==> src/id_defs.svh <==
/*
  Width and instruction field constants for the decode stage.
  Included by the package and by every module that slices the instruction word.
*/

`ifndef ID_DEFS_SVH
`define ID_DEFS_SVH

// Data and address width
`define ID_XLEN 32

// Register index width
`define ID_RADDR_W 5

// Source register 1 field
`define ID_RS1_MSB 19
`define ID_RS1_LSB 15

// Source register 2 field
`define ID_RS2_MSB 24
`define ID_RS2_LSB 20

// Destination register field
`define ID_RD_MSB 11
`define ID_RD_LSB 7

`endif

==> src/id_pkg.sv <==
/*
  Types shared across the decode stage.
  Enums for the decoder controls and packed structs for every stage boundary.
*/

`include "id_defs.svh"

package id_pkg;

  typedef logic [`ID_XLEN-1:0]    word_t;
  typedef logic [`ID_RADDR_W-1:0] raddr_t;

  ////////////////////
  // Decoder controls
  ////////////////////

  // ALU operations, compares used by conditional branches
  typedef enum logic [3:0] {
    ALU_ADD, ALU_SUB, ALU_AND, ALU_OR, ALU_XOR, ALU_SLL, ALU_SRL, ALU_SRA,
    ALU_SLT, ALU_SLTU, ALU_EQ, ALU_NE, ALU_LT, ALU_GE, ALU_LTU, ALU_GEU
  } alu_op_e;

  typedef enum logic [1:0] {OP_A_REG, OP_A_PC, OP_A_ZERO} op_a_sel_e;
  typedef enum logic       {OP_B_REG, OP_B_IMM} op_b_sel_e;
  typedef enum logic [1:0] {IMM_I, IMM_S, IMM_U, IMM_PCINCR} imm_sel_e;
  typedef enum logic [1:0] {JT_JAL, JT_JALR, JT_BCH} jt_sel_e;
  typedef enum logic [1:0] {XFER_NONE, XFER_JAL, XFER_JALR, XFER_BRANCH} ctrl_xfer_e;

  // Forwarding source of a register operand
  typedef enum logic [1:0] {FW_RF, FW_EX, FW_WB} fw_sel_e;

  ////////////////////
  // Stage boundaries
  ////////////////////

  // Fetch to decode
  typedef struct packed {
    logic  instr_valid;
    word_t pc;
    word_t instr;
  } if_id_t;

  // Bypass selects from the controller
  typedef struct packed {
    fw_sel_e a_sel;
    fw_sel_e b_sel;
    fw_sel_e jalr_sel;
  } byp_sel_t;

  // Decoder output, read by the rest of the stage
  typedef struct packed {
    logic       alu_en;
    alu_op_e    alu_op;
    op_a_sel_e  op_a_sel;
    op_b_sel_e  op_b_sel;
    imm_sel_e   imm_sel;
    jt_sel_e    jt_sel;
    ctrl_xfer_e ctrl_xfer;
    logic       rf_we;
    logic       lsu_en;
    logic       lsu_we;
    logic [1:0] lsu_type;
    logic       lsu_sign_ext;
    logic       illegal;
  } dec_ctrl_t;

  // ID/EX pipe register contents
  typedef struct packed {
    logic       instr_valid;
    logic       alu_en;
    alu_op_e    alu_op;
    word_t      operand_a;
    word_t      operand_b;
    word_t      operand_c;
    logic       rf_we;
    raddr_t     rf_waddr;
    logic       lsu_en;
    logic       lsu_we;
    logic [1:0] lsu_type;
    logic       lsu_sign_ext;
    logic       branch_in_ex;
    word_t      pc;
    word_t      instr;
    logic       illegal;
    logic       xif_en;
  } id_ex_t;

  // Coprocessor offload request and response
  typedef struct packed {
    logic  valid;
    word_t instr;
    word_t rs1;
    word_t rs2;
  } xif_req_t;

  typedef struct packed {
    logic accept;
    logic writeback;
  } xif_resp_t;

endpackage

==> src/instr_decoder.sv <==
/*
  Combinational RV32I decoder for the base ALU, load/store and control-transfer groups.
  Anything else is flagged illegal so the stage can offer it to the coprocessor.
*/

`timescale 1ns/1ps

module instr_decoder import id_pkg::*; (
  input  word_t     instr_i,
  output dec_ctrl_t dec_o
);

  logic [6:0] opcode;
  logic [2:0] funct3;
  logic [6:0] funct7;

  assign opcode = instr_i[6:0];
  assign funct3 = instr_i[14:12];
  assign funct7 = instr_i[31:25];

  always_comb begin
    // Quiet defaults with register operands and no side effects
    dec_o              = '0;
    dec_o.alu_op       = ALU_ADD;
    dec_o.op_a_sel     = OP_A_REG;
    dec_o.op_b_sel     = OP_B_REG;
    dec_o.imm_sel      = IMM_I;
    dec_o.jt_sel       = JT_JAL;
    dec_o.ctrl_xfer    = XFER_NONE;

    unique case (opcode)
      // LUI adds the U immediate to zero
      7'b0110111: begin
        dec_o.alu_en   = 1'b1;
        dec_o.op_a_sel = OP_A_ZERO;
        dec_o.op_b_sel = OP_B_IMM;
        dec_o.imm_sel  = IMM_U;
        dec_o.rf_we    = 1'b1;
      end
      // AUIPC
      7'b0010111: begin
        dec_o.alu_en   = 1'b1;
        dec_o.op_a_sel = OP_A_PC;
        dec_o.op_b_sel = OP_B_IMM;
        dec_o.imm_sel  = IMM_U;
        dec_o.rf_we    = 1'b1;
      end
      // JAL and JALR both write the link address PC + 4
      7'b1101111, 7'b1100111: begin
        dec_o.alu_en    = 1'b1;
        dec_o.op_a_sel  = OP_A_PC;
        dec_o.op_b_sel  = OP_B_IMM;
        dec_o.imm_sel   = IMM_PCINCR;
        dec_o.rf_we     = 1'b1;
        dec_o.jt_sel    = opcode[3] ? JT_JAL : JT_JALR;
        dec_o.ctrl_xfer = opcode[3] ? XFER_JAL : XFER_JALR;
        // JALR only defines funct3 = 000
        if (!opcode[3] && funct3 != 3'b000) dec_o.illegal = 1'b1;
      end
      // Conditional branches with the compare done in the ALU
      7'b1100011: begin
        dec_o.alu_en    = 1'b1;
        dec_o.jt_sel    = JT_BCH;
        dec_o.ctrl_xfer = XFER_BRANCH;
        unique case (funct3)
          3'b000:  dec_o.alu_op = ALU_EQ;
          3'b001:  dec_o.alu_op = ALU_NE;
          3'b100:  dec_o.alu_op = ALU_LT;
          3'b101:  dec_o.alu_op = ALU_GE;
          3'b110:  dec_o.alu_op = ALU_LTU;
          3'b111:  dec_o.alu_op = ALU_GEU;
          default: dec_o.illegal = 1'b1;
        endcase
      end
      // Loads address memory at rs1 + I immediate
      7'b0000011: begin
        dec_o.alu_en       = 1'b1;
        dec_o.op_b_sel     = OP_B_IMM;
        dec_o.rf_we        = 1'b1;
        dec_o.lsu_en       = 1'b1;
        dec_o.lsu_type     = funct3[1:0];
        dec_o.lsu_sign_ext = !funct3[2];
        // LB LH LW LBU LHU only
        if (funct3[1:0] == 2'b11 || funct3 == 3'b110) dec_o.illegal = 1'b1;
      end
      // Stores address memory at rs1 + S immediate
      7'b0100011: begin
        dec_o.alu_en   = 1'b1;
        dec_o.op_b_sel = OP_B_IMM;
        dec_o.imm_sel  = IMM_S;
        dec_o.lsu_en   = 1'b1;
        dec_o.lsu_we   = 1'b1;
        dec_o.lsu_type = funct3[1:0];
        if (funct3[2] || funct3[1:0] == 2'b11) dec_o.illegal = 1'b1;
      end
      // OP-IMM
      7'b0010011: begin
        dec_o.alu_en   = 1'b1;
        dec_o.op_b_sel = OP_B_IMM;
        dec_o.rf_we    = 1'b1;
        unique case (funct3)
          3'b000: dec_o.alu_op = ALU_ADD;
          3'b010: dec_o.alu_op = ALU_SLT;
          3'b011: dec_o.alu_op = ALU_SLTU;
          3'b100: dec_o.alu_op = ALU_XOR;
          3'b110: dec_o.alu_op = ALU_OR;
          3'b111: dec_o.alu_op = ALU_AND;
          3'b001: begin
            dec_o.alu_op  = ALU_SLL;
            dec_o.illegal = (funct7 != 7'b0000000);
          end
          default: begin
            // SRLI or SRAI picked by funct7 bit 5
            dec_o.alu_op  = funct7[5] ? ALU_SRA : ALU_SRL;
            dec_o.illegal = ({funct7[6], funct7[4:0]} != 6'b0);
          end
        endcase
      end
      // OP with two register sources
      7'b0110011: begin
        dec_o.alu_en = 1'b1;
        dec_o.rf_we  = 1'b1;
        unique case ({funct7, funct3})
          {7'h00, 3'b000}: dec_o.alu_op = ALU_ADD;
          {7'h20, 3'b000}: dec_o.alu_op = ALU_SUB;
          {7'h00, 3'b001}: dec_o.alu_op = ALU_SLL;
          {7'h00, 3'b010}: dec_o.alu_op = ALU_SLT;
          {7'h00, 3'b011}: dec_o.alu_op = ALU_SLTU;
          {7'h00, 3'b100}: dec_o.alu_op = ALU_XOR;
          {7'h00, 3'b101}: dec_o.alu_op = ALU_SRL;
          {7'h20, 3'b101}: dec_o.alu_op = ALU_SRA;
          {7'h00, 3'b110}: dec_o.alu_op = ALU_OR;
          {7'h00, 3'b111}: dec_o.alu_op = ALU_AND;
          default:         dec_o.illegal = 1'b1;
        endcase
      end
      default: dec_o.illegal = 1'b1;
    endcase

    // Illegal encodings must not touch the core state
    if (dec_o.illegal) begin
      dec_o.rf_we  = 1'b0;
      dec_o.lsu_en = 1'b0;
      dec_o.alu_en = 1'b0;
    end
  end

endmodule

==> src/operand_select.sv <==
/*
  Immediate extraction, register forwarding and operand muxing for ID.
  Also forms the branch target on operand C and the JAL/JALR jump target.
*/

`timescale 1ns/1ps

`include "id_defs.svh"

module operand_select import id_pkg::*; (
  input  word_t     pc_i,
  input  word_t     instr_i,
  input  dec_ctrl_t dec_i,
  input  byp_sel_t  byp_i,
  input  word_t     rf_rdata_a_i,
  input  word_t     rf_rdata_b_i,
  input  word_t     fwd_ex_i,
  input  word_t     fwd_wb_i,
  output word_t     operand_a_o,
  output word_t     operand_b_o,
  output word_t     operand_c_o,
  output word_t     rs1_fw_o,
  output word_t     rs2_fw_o,
  output word_t     jmp_target_o
);

  word_t imm_i;
  word_t imm_s;
  word_t imm_b;
  word_t imm_u;
  word_t imm_j;
  word_t imm_sel;
  word_t jalr_fw;
  word_t bch_target;

  // Same 3:1 choice for rs1, rs2 and the JALR base
  function automatic word_t fw_mux(fw_sel_e sel, word_t rf, word_t ex, word_t wb);
    word_t res;
    case (sel)
      FW_EX:   res = ex;
      FW_WB:   res = wb;
      default: res = rf;
    endcase
    return res;
  endfunction

  ////////////////////
  // Immediates
  ////////////////////

  // All sign extended from bit 31
  assign imm_i = {{(`ID_XLEN-12){instr_i[31]}}, instr_i[31:20]};
  assign imm_s = {{(`ID_XLEN-12){instr_i[31]}}, instr_i[31:25], instr_i[11:7]};
  assign imm_b = {{(`ID_XLEN-13){instr_i[31]}}, instr_i[31], instr_i[7],
                  instr_i[30:25], instr_i[11:8], 1'b0};
  assign imm_u = {instr_i[31:12], 12'b0};
  assign imm_j = {{(`ID_XLEN-21){instr_i[31]}}, instr_i[31], instr_i[19:12],
                  instr_i[20], instr_i[30:21], 1'b0};

  // Immediate feeding operand B
  always_comb begin
    case (dec_i.imm_sel)
      IMM_S:      imm_sel = imm_s;
      IMM_U:      imm_sel = imm_u;
      IMM_PCINCR: imm_sel = word_t'(4);
      default:    imm_sel = imm_i;
    endcase
  end

  ////////////////////
  // Forwarding
  ////////////////////

  assign rs1_fw_o = fw_mux(byp_i.a_sel, rf_rdata_a_i, fwd_ex_i, fwd_wb_i);
  assign rs2_fw_o = fw_mux(byp_i.b_sel, rf_rdata_b_i, fwd_ex_i, fwd_wb_i);
  // JALR base has its own select, it resolves in ID
  assign jalr_fw  = fw_mux(byp_i.jalr_sel, rf_rdata_a_i, fwd_ex_i, fwd_wb_i);

  ////////////////////
  // Operands
  ////////////////////

  always_comb begin
    case (dec_i.op_a_sel)
      OP_A_PC:   operand_a_o = pc_i;
      OP_A_ZERO: operand_a_o = '0;
      default:   operand_a_o = rs1_fw_o;
    endcase
  end

  assign operand_b_o = (dec_i.op_b_sel == OP_B_IMM) ? imm_sel : rs2_fw_o;

  // Branch target rides to EX on operand C, store data otherwise
  assign bch_target  = pc_i + imm_b;
  assign operand_c_o = (dec_i.ctrl_xfer == XFER_BRANCH) ? bch_target : rs2_fw_o;

  ////////////////////
  // Jump target
  ////////////////////

  always_comb begin
    case (dec_i.jt_sel)
      JT_JAL:  jmp_target_o = pc_i + imm_j;
      // Bit 0 cleared as the spec requires for JALR
      JT_JALR: jmp_target_o = (jalr_fw + imm_i) & ~word_t'(1);
      default: jmp_target_o = bch_target;
    endcase
  end

endmodule

==> src/offload_issue.sv <==
/*
  Offers instructions the decoder rejects to an external coprocessor.
  The answer is kept until the instruction leaves ID, so a stalled EX does not repeat the offer.
*/

`timescale 1ns/1ps

module offload_issue import id_pkg::*; (
  input  logic      clk,
  input  logic      rst_n,
  input  logic      instr_ok_i,
  input  dec_ctrl_t dec_i,
  input  word_t     instr_i,
  input  word_t     rs1_i,
  input  word_t     rs2_i,
  input  logic      advance_i,
  input  logic      xif_ready_i,
  input  xif_resp_t xif_resp_i,
  output xif_req_t  xif_req_o,
  output logic      waiting_o,
  output logic      accept_o,
  output logic      writeback_o
);

  logic accepted_q;
  logic rejected_q;
  logic wb_q;
  logic handshake;
  logic reject;

  // Offer only once per instruction
  assign xif_req_o.valid = instr_ok_i && dec_i.illegal && !accepted_q && !rejected_q;
  assign xif_req_o.instr = instr_i;
  assign xif_req_o.rs1   = rs1_i;
  assign xif_req_o.rs2   = rs2_i;

  assign handshake = xif_req_o.valid && xif_ready_i;

  // Stall while the coprocessor has not answered
  assign waiting_o = xif_req_o.valid && !xif_ready_i;

  // Live answer in the handshake cycle, stored answer afterwards
  assign accept_o    = (handshake && xif_resp_i.accept) || accepted_q;
  assign reject      = (handshake && !xif_resp_i.accept) || rejected_q;
  assign writeback_o = (handshake && xif_resp_i.accept && xif_resp_i.writeback) || wb_q;

  // Flags drop as soon as the instruction leaves ID
  always_ff @(posedge clk or negedge rst_n) begin
    if (!rst_n) begin
      accepted_q <= 1'b0;
      rejected_q <= 1'b0;
      wb_q       <= 1'b0;
    end else begin
      accepted_q <= accept_o && !advance_i;
      rejected_q <= reject && !advance_i;
      wb_q       <= writeback_o && !advance_i;
    end
  end

  // Pending offer stays up on the same instruction until the coprocessor takes it
  a_req_stable: assert property (@(posedge clk) disable iff (!rst_n)
    xif_req_o.valid && !xif_ready_i && !advance_i
      |=> xif_req_o.valid && $stable(xif_req_o.instr))
    else $error("offload request dropped or changed before handshake");

endmodule

==> src/id_ex_register.sv <==
/*
  Stage handshake logic and the ID/EX pipe register.
  The payload is loaded on a transfer and otherwise held while EX stalls.
*/

`timescale 1ns/1ps

`include "id_defs.svh"

module id_ex_register import id_pkg::*; (
  input  logic      clk,
  input  logic      rst_n,
  input  if_id_t    if_id_i,
  input  logic      kill_i,
  input  logic      halt_i,
  input  logic      ex_ready_i,
  input  dec_ctrl_t dec_i,
  input  word_t     operand_a_i,
  input  word_t     operand_b_i,
  input  word_t     operand_c_i,
  input  logic      offload_wait_i,
  input  logic      offload_accept_i,
  input  logic      offload_wb_i,
  output logic      instr_ok_o,
  output logic      advance_o,
  output logic      id_valid_o,
  output logic      id_ready_o,
  output id_ex_t    id_ex_o
);

  logic xfer;

  ////////////////////
  // Handshake
  ////////////////////

  // Live instruction that is neither killed nor halted
  assign instr_ok_o = if_id_i.instr_valid && !kill_i && !halt_i;

  assign id_valid_o = instr_ok_o && !offload_wait_i;
  // Kill flushes ID regardless of EX
  assign id_ready_o = kill_i || (ex_ready_i && !halt_i && !offload_wait_i);

  assign xfer = id_valid_o && ex_ready_i;
  // Instruction leaves ID by transfer or by kill
  assign advance_o = xfer || kill_i;

  ////////////////////
  // Pipe register
  ////////////////////

  always_ff @(posedge clk or negedge rst_n) begin
    if (!rst_n) begin
      id_ex_o <= '0;
    end else if (xfer) begin
      id_ex_o.instr_valid  <= 1'b1;
      id_ex_o.alu_en       <= dec_i.alu_en;
      id_ex_o.alu_op       <= dec_i.alu_op;
      id_ex_o.operand_a    <= operand_a_i;
      id_ex_o.operand_b    <= operand_b_i;
      id_ex_o.operand_c    <= operand_c_i;
      // Coprocessor may claim rd for an offloaded instruction
      id_ex_o.rf_we        <= dec_i.rf_we || offload_wb_i;
      id_ex_o.rf_waddr     <= if_id_i.instr[`ID_RD_MSB:`ID_RD_LSB];
      id_ex_o.lsu_en       <= dec_i.lsu_en;
      id_ex_o.lsu_we       <= dec_i.lsu_we;
      id_ex_o.lsu_type     <= dec_i.lsu_type;
      id_ex_o.lsu_sign_ext <= dec_i.lsu_sign_ext;
      id_ex_o.branch_in_ex <= (dec_i.ctrl_xfer == XFER_BRANCH);
      id_ex_o.pc           <= if_id_i.pc;
      id_ex_o.instr        <= if_id_i.instr;
      // Accepted offload is no longer an exception
      id_ex_o.illegal      <= dec_i.illegal && !offload_accept_i;
      id_ex_o.xif_en       <= offload_accept_i;
    end else if (ex_ready_i) begin
      // Bubble into EX
      id_ex_o.instr_valid  <= 1'b0;
    end
  end

endmodule

==> src/id_stage.sv <==
/*
  Decode stage top. Chains decoder, operand selection, coprocessor offload
  and the ID/EX register; the register file is read through rf_raddr_*.
*/

`timescale 1ns/1ps

`include "id_defs.svh"

module id_stage import id_pkg::*; (
  input  logic      clk,
  input  logic      rst_n,
  input  if_id_t    if_id_i,
  input  byp_sel_t  byp_i,
  input  logic      kill_i,
  input  logic      halt_i,
  output raddr_t    rf_raddr_a_o,
  output raddr_t    rf_raddr_b_o,
  input  word_t     rf_rdata_a_i,
  input  word_t     rf_rdata_b_i,
  input  word_t     fwd_ex_i,
  input  word_t     fwd_wb_i,
  output word_t     jmp_target_o,
  input  logic      ex_ready_i,
  output logic      id_valid_o,
  output logic      id_ready_o,
  output id_ex_t    id_ex_o,
  output xif_req_t  xif_req_o,
  input  logic      xif_ready_i,
  input  xif_resp_t xif_resp_i
);

  dec_ctrl_t dec;
  word_t     operand_a;
  word_t     operand_b;
  word_t     operand_c;
  word_t     rs1_fw;
  word_t     rs2_fw;
  logic      instr_ok;
  logic      advance;
  logic      xif_wait;
  logic      xif_accept;
  logic      xif_wb;

  // Register file read addresses, straight from the instruction word
  assign rf_raddr_a_o = if_id_i.instr[`ID_RS1_MSB:`ID_RS1_LSB];
  assign rf_raddr_b_o = if_id_i.instr[`ID_RS2_MSB:`ID_RS2_LSB];

  instr_decoder u_decoder (
    .instr_i (if_id_i.instr),
    .dec_o   (dec)
  );

  operand_select u_operand_select (
    .pc_i         (if_id_i.pc),
    .instr_i      (if_id_i.instr),
    .dec_i        (dec),
    .byp_i        (byp_i),
    .rf_rdata_a_i (rf_rdata_a_i),
    .rf_rdata_b_i (rf_rdata_b_i),
    .fwd_ex_i     (fwd_ex_i),
    .fwd_wb_i     (fwd_wb_i),
    .operand_a_o  (operand_a),
    .operand_b_o  (operand_b),
    .operand_c_o  (operand_c),
    .rs1_fw_o     (rs1_fw),
    .rs2_fw_o     (rs2_fw),
    .jmp_target_o (jmp_target_o)
  );

  // Coprocessor sees the forwarded source values
  offload_issue u_offload (
    .clk         (clk),
    .rst_n       (rst_n),
    .instr_ok_i  (instr_ok),
    .dec_i       (dec),
    .instr_i     (if_id_i.instr),
    .rs1_i       (rs1_fw),
    .rs2_i       (rs2_fw),
    .advance_i   (advance),
    .xif_ready_i (xif_ready_i),
    .xif_resp_i  (xif_resp_i),
    .xif_req_o   (xif_req_o),
    .waiting_o   (xif_wait),
    .accept_o    (xif_accept),
    .writeback_o (xif_wb)
  );

  id_ex_register u_id_ex (
    .clk              (clk),
    .rst_n            (rst_n),
    .if_id_i          (if_id_i),
    .kill_i           (kill_i),
    .halt_i           (halt_i),
    .ex_ready_i       (ex_ready_i),
    .dec_i            (dec),
    .operand_a_i      (operand_a),
    .operand_b_i      (operand_b),
    .operand_c_i      (operand_c),
    .offload_wait_i   (xif_wait),
    .offload_accept_i (xif_accept),
    .offload_wb_i     (xif_wb),
    .instr_ok_o       (instr_ok),
    .advance_o        (advance),
    .id_valid_o       (id_valid_o),
    .id_ready_o       (id_ready_o),
    .id_ex_o          (id_ex_o)
  );

endmodule

==> config.mk <==
export PLATFORM = sky130hd
export DESIGN_NAME = id_stage
export DESIGN_NICKNAME = d
export VERILOG_FILES = /design/src/id_pkg.sv /design/src/instr_decoder.sv /design/src/operand_select.sv /design/src/offload_issue.sv /design/src/id_ex_register.sv /design/src/id_stage.sv
export VERILOG_INCLUDE_DIRS = /design/src /design/src/src
export SDC_FILE = /design/constraint.sdc
export NUM_CORES = 1
export LEC_CHECK = 0
export BUFFER_PORTS_ARGS = -buffer_cell sky130_fd_sc_hd__clkbuf_2
export CAP_MARGIN = 20
export CELL_PAD_IN_SITES_DETAIL_PLACEMENT = 0
export CELL_PAD_IN_SITES_GLOBAL_PLACEMENT = 2
export CORE_MARGIN = 10
export CORE_UTILIZATION = 25
export CTS_CLUSTER_SIZE = 24
export DETAILED_ROUTE_END_ITERATION = 8
export HOLD_SLACK_MARGIN = 0.15
export PLACE_DENSITY_LB_ADDON = 0.1
export SYNTH_ARGS = -nofsm -noshare
export SYNTH_HDL_FRONTEND = slang
export SYNTH_SLANG_ARGS = --single-unit
==> constraint.sdc <==
create_clock -name clk -period 3.9 [get_ports clk]
set_clock_uncertainty 0.05 [all_clocks]
set_input_delay 0.39 -clock clk [delete_from_list [all_inputs] [get_ports clk]]
set_output_delay 0.39 -clock clk [all_outputs]
set_load 0.03 [all_outputs]
Yosys cells after proc, flatten, opt, wreduce, memory -nomap -nowiden. Index checks and enable logic that the tools add are counted. W data, S select, Z words.

Output and inout port bits: 321. Register bits: 183. Input bits: 207.

Reduce and logical (&&, ||, !) cells: 55. Muxes and demuxes: 36. Eq/ne operators: 39. Add/sub/neg operators: 3.

Operator list (count): $pmux W32 S2 (5); $add A32 B32 Y32 (3); $pmux W32 S3 (1); $mux W32 (2); $eq A10 B3 Y1 const B (4); $pmux W4 S9 (1); $pmux W4 S7 (1); $pmux W4 S6 (1); $eq A7 B6 Y1 const B (3); $eq A7 B7 Y1 const B (3); $eq A10 B2 Y1 const B (2); $eq A10 B9 Y1 const B (2); $logic_and A1 B1 Y1 (19); $eq A2 B2 Y1 const B (8); $mux W1 (16); $eq A7 B5 Y1 const B (2); $reduce_or A7 Y1 (2); $eq A2 B1 Y1 const B (6); $eq A3 B3 Y1 const B (4); $pmux W4 S3 (1); $reduce_or A6 Y1 (2); $logic_not A1 Y1 (11); $eq A10 B1 Y1 const B (1); $logic_not A10 Y1 (1); 20 further kinds (32).

Longest topological paths before layout. Gate-level depths: netlist of run 1.

Depth in word-level cells: 14. Gate-level depth with buffers: 17.

Hierarchy. A second synthesis of run 1 with hierarchy kept.

Cell total of the unflattened synthesis: 1887. Area total of the unflattened synthesis: 16128.0 µm².

Modules (own cells, without submodules): operand_select (cells an instance 1268, area an instance 7870.0 µm², instances 1); id_ex_register (cells an instance 386, area an instance 6645.1 µm², instances 1); offload_issue (cells an instance 115, area an instance 909.6 µm², instances 1); instr_decoder (cells an instance 108, area an instance 628.1 µm², instances 1); id_stage (cells an instance 10, area an instance 75.1 µm², instances 1).

Worst setup path after synthesis of run 1. OpenSTA, ideal clock, no wires.

Path kind: input port to output port. Start: input byp_i[0] (netlist bit). End: output jmp_target_o[12]. Path slack: -0.558 ns. Path buffers: 1. Stages on the path: 16. Arrival time: 4.018 ns. Cells stage by stage: inv_1 > ha_1 > clkbuf_1 > a22oi_1 > o21ai_0 > inv_1 > fa_1 > nand2b_1 > a21o_1 > a21o_1 > o21bai_1 > a21o_1 > a21o_1 > a21oi_1 > xor2_1 > o311ai_0.

Longest elaborated chain between the ends: 4. Elaborated cells on any way between the ends: 5. Those cells by class: 1 x add/sub; 2 x eq/ne; 2 x mux.

Ends and longest elaborated chain: start, declared (line id_stage.sv:14) `input byp_sel_t byp_i,`; $eq A2 B2 Y1 or $eq A2 B1 Y1 (tied branches) (line operand_select.sv:39) `case (sel)`; $pmux W32 S2 * (line operand_select.sv:39); $add A32 B32 Y32 * (line operand_select.sv:105) `JT_JALR: jmp_target_o = (jalr_fw + imm_i) & ~word_t'(1);`; $pmux W32 S2 * (line operand_select.sv:102) `case (dec_i.jt_sel)`; end, declared (line id_stage.sv:23) `output word_t jmp_target_o,`.

Mark *: on every way between the ends. The rest lies on a longest branch, timed or not.

Worst setup path in the final report of run 1.
Start: input byp_i[0] (netlist bit). End: output jmp_target_o[29].

The elaborated chain is that of the path after synthesis.

==> results of run 1 <==
cell usage after synthesis, types with 4 or more instances:
master and count:
clkbuf_1 83, a221oi_1 50, a221o_1 10, a21o_1 35
o21ai_0 197, a22oi_1 99, and3_1 12, buf_2 40
a21oi_1 114, xor2_1 24, a211oi_1 15, nor4_1 7
nor2_1 172, and2_1 8, o21bai_1 11, nor3_1 23
o211ai_1 25, ha_1 84, nand2_1 423, buf_1 4
o31ai_1 8, or3_1 12, a311oi_1 4, o22ai_1 12
o21a_1 14, o21ai_1 7, a31oi_1 35, nand3_1 29
a41oi_1 5, xnor2_1 44, dfrtp_1 178, or2_2 7
nand4_1 6, buf_4 49, nand2b_1 15, a211o_1 4
o221ai_1 4, inv_1 42, nor2b_1 10
worst reg2reg max path: cells and delay by family (launching register included):
kind	cells	cell delay, ns
compound gates	2	0.54
flops	1	0.39
buf+inv	2	0.34
simple gates	3	0.33
worst paths after layout:
kind / end / slack [ns] / depth (start not counted)
max: jmp_target_o[29] / -0.19 / 21
max reg2reg: u_id_ex.id_ex_o[109]$_DFFE_PN0P_ / 2.13 / 7
max in group asynchronous: u_id_ex.id_ex_o[168]$_DFFE_PN0P_ / 2.27 / 3
min in group asynchronous: u_id_ex.id_ex_o[179]$_DFFE_PN0P_ / 0.45 / 2
min reg2reg: u_id_ex.id_ex_o[68]$_DFFE_PN0P_ / 0.42 / 2
min: u_id_ex.id_ex_o[48]$_DFFE_PN0P_ / 0.17 / 3
metrics by stage:
step	power (W)	cell area, µm²	TNS [ns]
5_1_grt	0.0102	22700	-3.85
2_1_floorplan	0.00521	15000	-0.267
3_5_place_dp	0.00729	20100	-8.99
4_1_cts	0.00962	22200	-2.28
6_report	0.00967	22700	-1.91
3_3_place_gp	0.00727	20100	-8.00
flip-flops by register name, indices dropped and copies added (netlist names):
register and flops:
u_id_ex.id_ex_o 175, u_offload.accepted_q 1, u_offload.rejected_q 1, u_offload.wb_q 1
power by group through the flow:
stage | clock [W] | combinational, W | sequential [W]
6_report | 0.00193 | 0.00524 | 0.00250
3_3_place_gp | 0 | 0.00475 | 0.00252
5_1_grt | 0.00204 | 0.00559 | 0.00256
2_1_floorplan | 0 | 0.00188 | 0.00333
4_1_cts | 0.00198 | 0.00513 | 0.00251
3_5_place_dp | 0 | 0.00475 | 0.00254
logic make-up after synthesis:
family,after synthesis
AND/OR/NAND/NOR,745
AO/OA/AOI/OAI,686
buffers and inverters,222
flip-flops,178
adder cells (fa/ha/maj),89
XOR/XNOR,68
multiplexers,3
layout make-up:
cell class	count	area (µm²)	share of cell area (%)
inverters	44	170	0.749
well taps	773	967	4.26
clock buffers	17	425	1.87
clock inverters	15	191	0.843
flip-flops and latches	178	4450	19.6
diodes	1	2.50	0.0110
repair buffers	895	6060	26.7
multi-input cells	1591	10400	46.0
layer usage:
| metal | vias up | wire length, µm |
|---|---|---|
| met1 | 8933 | 37000 |
| met5 | - | 0 |
| met4 | 0 | 2300 |
| met2 | 510 | 48000 |
| li1 | 8611 | - |
| met3 | 84 | 4580 |
timing repair:
item | 4_1_cts | 5_1_grt
gates cloned | 5 | 0
hold buffers | 31 | 0
pin swaps | 58 | 54
setup endpoints to repair | 24 | 26
gates resized for setup | 204 | 96
endpoints found under the hold margin | 121 | 0
buffers inserted | 24 | 7
==> flow_results.org, run 1 <==
** Status
- The final reports fail on setup timing.
- The flow ran to the end, but the final reports show violations.

** Power and ir drop
- The internal portion of the total power is 0.00508 W.
- Net switching is a little under half of the power.
- The clock network accounts for between 20% and 30% of the total power.
- The worst-case IR drop observed on VDD is 387 µV.
- Logic gate share of total power :: between 50% and 60%
- Power spread over the standard cell area amounts to between 400 and 500 mW/mm².
- For this design the static power due to leakage is 11.0 nW.
- Reported net switching power :: between 0.004 and 0.005 W
- Per report_power, the sequential group accounts for 25.9% of the total.

** Logic synthesis
- Register bit count reported by yosys :: between 150 and 200
- Largest family of logic cells by synthesized area :: compound AO/OA/AOI/OAI gates
- Basic-gate share of the synthesized area counting and, or, nand and nor cells :: 21.1%
- Of the post-synthesis cell area, the part taken by muxes is 0.209%.
- The synthesized netlist devotes between 30% and 40% of its cell area to compound gates.
- Syn_area_per_cell :: roughly 7.5 µm²
- Area of the mapped netlist :: about 0.015 mm²
- Predominant post-synthesis flop cell :: dfrtp_1
- Number of enable flip-flop cells after synthesis :: 0
- During synthesis, Yosys emitted a total of 0 warnings.
- Total nets after synthesis :: approximately 2300
- Async SR Flop Fraction :: 100%
- After synthesis, flip-flops and latches occupy approximately 30% of the total area.
- Biggest area consumer among synthesized cells :: dfrtp_1
- Post-synthesis cell count :: roughly 2000
- After Yosys synthesis, full adders, half adders and majority gates account for between 7 and 8% of the synthesized area.
- Area share of xor/xnor cells in the synthesized design :: around 4%
- After synthesis, the largest area contributor takes up 29.8% of total cell area.
- Synthesis instantiated slightly above 80 different standard cells from the library.
- By area the synthesized netlist is led by dfrtp_1 (30%), nand2_1 (11%), ha_1 (7.0%).

** Global routing
- In the global route stage, met2 resource usage came out at 46.4%.
- Global-route wire length before repair :: approximately 130000 µm
- In this run the most used layer during global routing was met2.
- Global-route usage over all layers :: 25.3%
- The number of global-route vias before repair came to 18313.
- Antenna violations before repair :: 8
- Summed over all layers, the global routing overflow is 0.
- In the global route stage, met1 resource usage came out at 29.5%.
- Entering global routing, the biggest net connects 93 pins.
- Global-route met3 utilization :: about 4.4%

** Setup path
- The critical path is of the in -> out type.
- Of all nets on the critical path, the largest fanout is 8.
- STA puts the critical path data required time at roughly 3.5 ns.
- Critical path startpoint category :: input port
- For this run, the slowest stage of the critical path takes 0.29 ns.
- STA classifies the critical path endpoint as a primary output.
- For the worst setup path, the data arrival time is about 3.7 ns.
- Delay-heaviest family, CP :: buffers and inverters
- In this run the critical register-to-register path is launched from u_offload.accepted_q$_DFF_PN0_.
- Timing startpoint of the critical path :: byp_i[0]
- On the critical path, the stage with the largest delay is an instance of or2_2.
- CP Cell Sequence :: clkbuf_16 -> inv_6 -> ha_4 -> buf_12 -> buf_12 -> buf_12 -> buf_4 -> nand2_1 -> o21ai_1 -> buf_4 -> ha_1 -> a21oi_1 -> nor2b_1 -> or2_2 -> a22oi_1 -> nand3_1 -> o211ai_1 -> buf_4 -> xnor2_4 -> o22ai_2 -> clkbuf_8
- Together, buffers and inverters on the worst path number 9.

** Place
- Including well taps, the total number of placed cells is approximately 3400.
- PortBufs :: between 500 and 600
- Detailed placement ended at an HPWL of between 70000 and 80000 µm.
- Prior to clock tree synthesis, the placed netlist has a worst setup slack of -0.578 ns.
- Routability-driven placement finished with a final weighted congestion of roughly 0.88.

** Clock tree
- After clock tree synthesis, the clock-pin slew on the worst setup and hold paths is about 0.08 ns.
- The clock drives 178 sinks.
- In this run the clock root is driven by a clkbuf_16.
- Number of buffers inserted during clock tree synthesis :: 17
- In this run the number of H-tree levels came out at 4.
- The longest clock path from root to sink contains 2 buffers.
- TritonCTS built the clock tree.
- Clock network latency to the later pin of the worst-skew pair :: slightly above 0.5 ns

** Timing
- Hold Violations, Final :: 0
- Setup violations remaining at the end of the flow were counted as 16.
- Worst path setup slack after routing :: -0.187 ns
- Setup repair after global routing missed its margin :: yes
- Max-slew violation count :: 0
- Final critical delay including setup and external delays :: about 4.1 ns
- Based on the critical path, the design can be clocked at up to approximately 240 MHz.
- Worst hold margin :: between 0.15 and 0.2 ns
- Of the available clock period, the critical path in the final layout requires 105%.
- At the pin with the least slew margin, the transition time is 0.988 ns.
- Worst max-slew margin expressed relative to the limit :: roughly 33%

** Floorplan
- Placement Rows :: 89
- I/O pin count :: ~530
- Measured along the y axis, the die boundary spans around 260 µm.
- Once the floorplan was initialized, standard cells occupied roughly 25% of the core.
- The floorplan step defined a die boundary enclosing about 0.070 mm².
- The total area inside the core boundary comes to a little under 0.06 mm².
- In this run the horizontal extent of the chip is between 200 and 300 µm.

** Detailed routing
- ANT nets after route :: 0
- The first detailed-routing pass ran for 5 iterations.
- For this block, the via count after detailed routing is approximately 18000.
- Dividing the detail-routed via count by the number of cells gives 5.16.
- Iteration-0 DRC Markers :: 1157
- DRC violation count after routing :: 0
- After detailed routing, the average wire length per cell comes to roughly 26 µm.
- Post-detailed-routing wire length :: roughly 90000 µm

** Hold path
- Type of the tightest min-delay check :: in -> reg
- Startpoint of the worst hold path :: if_id_i[46]

** Cells and area
- Most common cell after layout, fill and taps aside :: clkbuf_2
- Commonest cells after routing, fill and taps aside :: clkbuf_2 (498), nand2_1 (411), buf_4 (310)
- Layout Cells excl Fill :: between 3000 and 4000
- Relative area change from synthesis to final layout :: 52.0%
- The final layout contains just over 3000 nets.
- Number of filler cells placed in the layout :: between 6000 and 7000
- Once layout is complete, the utilization of the core stands at 38.4%.
- Layout cells sized above 1 :: 38.9%

** Job
- Count of max-cap constraint violations :: 0
No activity file was read; power rests on OpenSTA's default activity.
==> run 2, diff against run 1 <==
Settings changed: CORE_MARGIN 10 to default.
==> flow_results.org, run 2 (synthesis gave the netlist of run 1 again) <==
** Power and ir drop
- Internal Power :: 0.00497 W (was 0.00508 W)
- Overall power after layout :: 0.00945 W (was 0.00967 W)
- The power density relative to cell area was 423 mW/mm² (was 426 mW/mm²).
- The combinational power share was 53.7% (was 54.2%).
- Net Sw Frac :: 47.4% (about the same)
- The part of the total power dissipated in the clock network came to 19.8% (was 20.0%).
- The static leakage came to 10.9 nW (was 11.0 nW).
- Worst VDD drop :: 366 µV (was 387 µV)
- The share of power burned in registers is 26.5% (was 25.9%).
- The switching power was 0.00448 W (was 0.00459 W).

** Clock tree
- The number of buffers between clock root and the deepest sink came to 2 (unchanged).
- The clock tree from TritonCTS was built (unchanged).
- The total clock buffers created by CTS was 17 (unchanged).
- The total clock sinks was 178 (unchanged).
- Clock network latency to the later pin of the worst-skew pair :: 0.50 ns (was 0.51 ns)
- The register clock-pin slew on the reported worst setup and hold paths is 0.08 ns (about the same).
- The clock root buffer was clkbuf_16 (unchanged).
- The maximum level of the CTS H-tree was 4 (unchanged).

** Status
- Status: finished, violations left (unchanged).
- Violations in the final reports :: setup timing (unchanged)

** Timing
- Number of failing setup endpoints in the final timing report :: 19 (was 16)
- The max-slew violation count is 0 (unchanged).
- The measured slew at the worst slew-check pin came to 0.882 ns (was 0.988 ns).
- The worst max-slew margin expressed relative to the limit came to 41.2% (was 33.5%).
- Worst path setup slack after routing :: -0.254 ns (was -0.187 ns)
- Setup repair after global routing missed its margin: yes (unchanged).
- The hold violation count in the final report was 0 (unchanged).
- The top achievable clock speed is 241 MHz (was 245 MHz).
- The time the final worst path needs with I/O delays and setup was 4.15 ns (was 4.09 ns).
- The share of the cycle needed by the critical path after routing is 107% (was 105%).

** Setup path
- The arrival time reported for the critical path endpoint is 3.71 ns (was 3.65 ns).
- The maximum fanout count along the critical path was 6 (was 8).
- Critical path startpoint category :: input port (unchanged)
- The kind of capture point of the worst setup path is a primary output (unchanged).
- Worst-case reg-to-reg path depth :: 7 (unchanged)
- Launch point of the worst reg-to-reg path :: u_offload.accepted_q$_DFF_PN0_ (unchanged)
- The internal reg-to-reg setup slack is 1.96 ns (was 2.13 ns).
- The terminus of the critical flop-to-flop path is u_id_ex.id_ex_o[103]$_DFFE_PN0P_ (was u_id_ex.id_ex_o[109]$_DFFE_PN0P_).
- The required time reported for the critical path endpoint came to 3.46 ns (about the same).
- Path type of the worst setup path :: in -> out (unchanged)

** Floorplan
- The core footprint was 0.0590 mm² (was 0.0591 mm²).
- Die W :: 247 µm (was 265 µm)
- Initial cell density of the core :: 25.3% (about the same)
- The height of the die was 247 µm (was 265 µm).
- I/O pin count :: 528 (unchanged)
- Placement Rows :: 89 (unchanged)
- The full die area was 0.0608 mm² (was 0.0700 mm²).

** Detailed routing
- Post-detailed-routing wire length :: 85700 µm (was 91800 µm)
- Total number of vias :: 18058 (was 18138)
- The number of detailed-routing iterations run before antenna repair is 7 (was 5).
- Detailed-route vias per instance :: 5.15 (was 5.16)
- ANT nets after route :: 0 (unchanged)
- Iteration-0 DRC Markers :: 1060 (was 1157)
- The DRC violations left was 0 (unchanged).
- Routed length per placed instance :: 24.4 µm (was 26.1 µm)

** Hold path
- The end of the worst hold path was u_id_ex.id_ex_o[150]$_DFFE_PN0P_ (was u_id_ex.id_ex_o[48]$_DFFE_PN0P_).
- The launch instance of the worst min-delay path was if_id_i[40] (was if_id_i[46]).
- The number of cells traversed by the worst hold path was 3 (unchanged).
- Type of the tightest min-delay check :: in -> reg (unchanged)

** Cells and area
- The number of flip-flops under the largest register name was 175 (unchanged).
- Non-Filler Cell Area, Final :: 0.0223 mm² (was 0.0227 mm²)
- The commonest non-fill, non-tap cell in the layout was clkbuf_2 (unchanged).
- The area growth from synthesis to final layout came to 49.3% (was 52.0%).
- The layout cell share with drive strength beyond 1 came to 37.8% (was 38.9%).
- Reg with most FFs :: u_id_ex.id_ex_o (unchanged)
- Commonest cells after routing, fill and taps aside :: clkbuf_2 (500), nand2_1 (420), buf_4 (297) (was clkbuf_2 (498), nand2_1 (411), buf_4 (310))
- The final-stage net count is 3011 (was 3021).

** Place
- The final HPWL from detailed placement was 68800 µm (was 74200 µm).
- DP Area :: 0.0200 mm² (was 0.0201 mm²)
- The routability congestion estimate is 0.914 (was 0.877).
- The count of input and output buffers was 527 (unchanged).

** Global routing
- Vias in the first global route :: 17516 (was 18313)
- The total routing resource utilization after global routing came to 27.4% (was 25.3%).
- Largest net degree at the start of global routing :: 91 (was 93)
- Global-route congestion overflow total :: 0 (unchanged)
- Global-route wire length before repair :: 120000 µm (was 131000 µm)
- The initial antenna violation count is 4 (was 8).

** Job
- The number of maximum-capacitance constraint violations came to 0 (unchanged).
-- run 2: area by class of cell --
type | count | area [µm²]
diodes | 3 | 7.51
clock buffers | 18 | 429
clock inverters | 14 | 166
fillers | 6340 | 36700
inverters | 44 | 173
multi-input cells | 1591 | 10200
flip-flops and latches | 178 | 4450
well taps | 773 | 967
repair buffers | 885 | 5900
-- run 2: routing by layer --
layer	track usage (%)	wire, µm	vias to the layer above	share of wire [%]
met1	32.7	35000	8729	41
met4	12.5	3770	4	4.4
met3	4.46	4090	135	4.8
met2	47.6	42800	585	50
met5	0	30	-	0.035
li1	-	-	8605	-
-- run 2: timing repair --
action / in CTS / in global routing
pin swaps: 50 / 38
resized for setup: 172 / 82
hold endpoints to repair: 118 / 0
hold buffers: 29 / 0
buffers inserted: 21 / 15
setup endpoints to repair: 25 / 25
gates cloned: 0 / 3
-- run 2: how the worst max path moves through the flow --
stage / startpoint / endpoint / slack (ns) / depth (start not counted)
4_1_cts: byp_i[0] / jmp_target_o[28] / -0.33 / 19
3_3_place_gp: byp_i[0] / jmp_target_o[28] / -0.76 / 20
5_1_grt: byp_i[0] / jmp_target_o[24] / -0.33 / 20
3_5_place_dp: byp_i[0] / jmp_target_o[29] / -0.70 / 19
6_report: byp_i[0] / jmp_target_o[24] / -0.25 / 20
2_1_floorplan: byp_i[0] / jmp_target_o[12] / -0.20 / 16
-- run 2: per-stage QoR --
stage          setup TNS (ns)  std cells  hold WS [ns]  setup WS [ns]  util (%)
2_1_floorplan          -0.267       1991        0.0444         -0.196         -
3_3_place_gp           -10.89       3406         0.407         -0.755      34.0
3_5_place_dp           -10.91       3406         0.406         -0.705      34.0
4_1_cts                 -1.87       3485         0.153         -0.329      36.9
5_1_grt                 -4.96       3503         0.190         -0.334      37.8
6_report                -2.41       3506         0.186         -0.254      37.8
-- run 2: power groups by stage --
stage,clock [W],sequential (W),combinational [W]
5_1_grt,0.00200,0.00255,0.00542
6_report,0.00187,0.00250,0.00508
4_1_cts,0.00195,0.00250,0.00496
2_1_floorplan,0,0.00333,0.00188
3_5_place_dp,0,0.00254,0.00464
3_3_place_gp,0,0.00252,0.00463
-- run 2: critical path, stage by stage --
cell,delay (ns)
clkbuf_16,0.12
inv_6,0.03
ha_4,0.19
buf_6,0.16
a22oi_1,0.23
o21ai_2,0.08
ha_2,0.35
nand3_2,0.08
or4_4,0.43
a211oi_2,0.15
buf_4,0.18
o21ai_4,0.08
buf_4,0.15
buf_6,0.11
a21oi_4,0.16
nor2_4,0.06
xnor2_2,0.25
o211ai_1,0.16
a21oi_2,0.18
buf_6,0.16
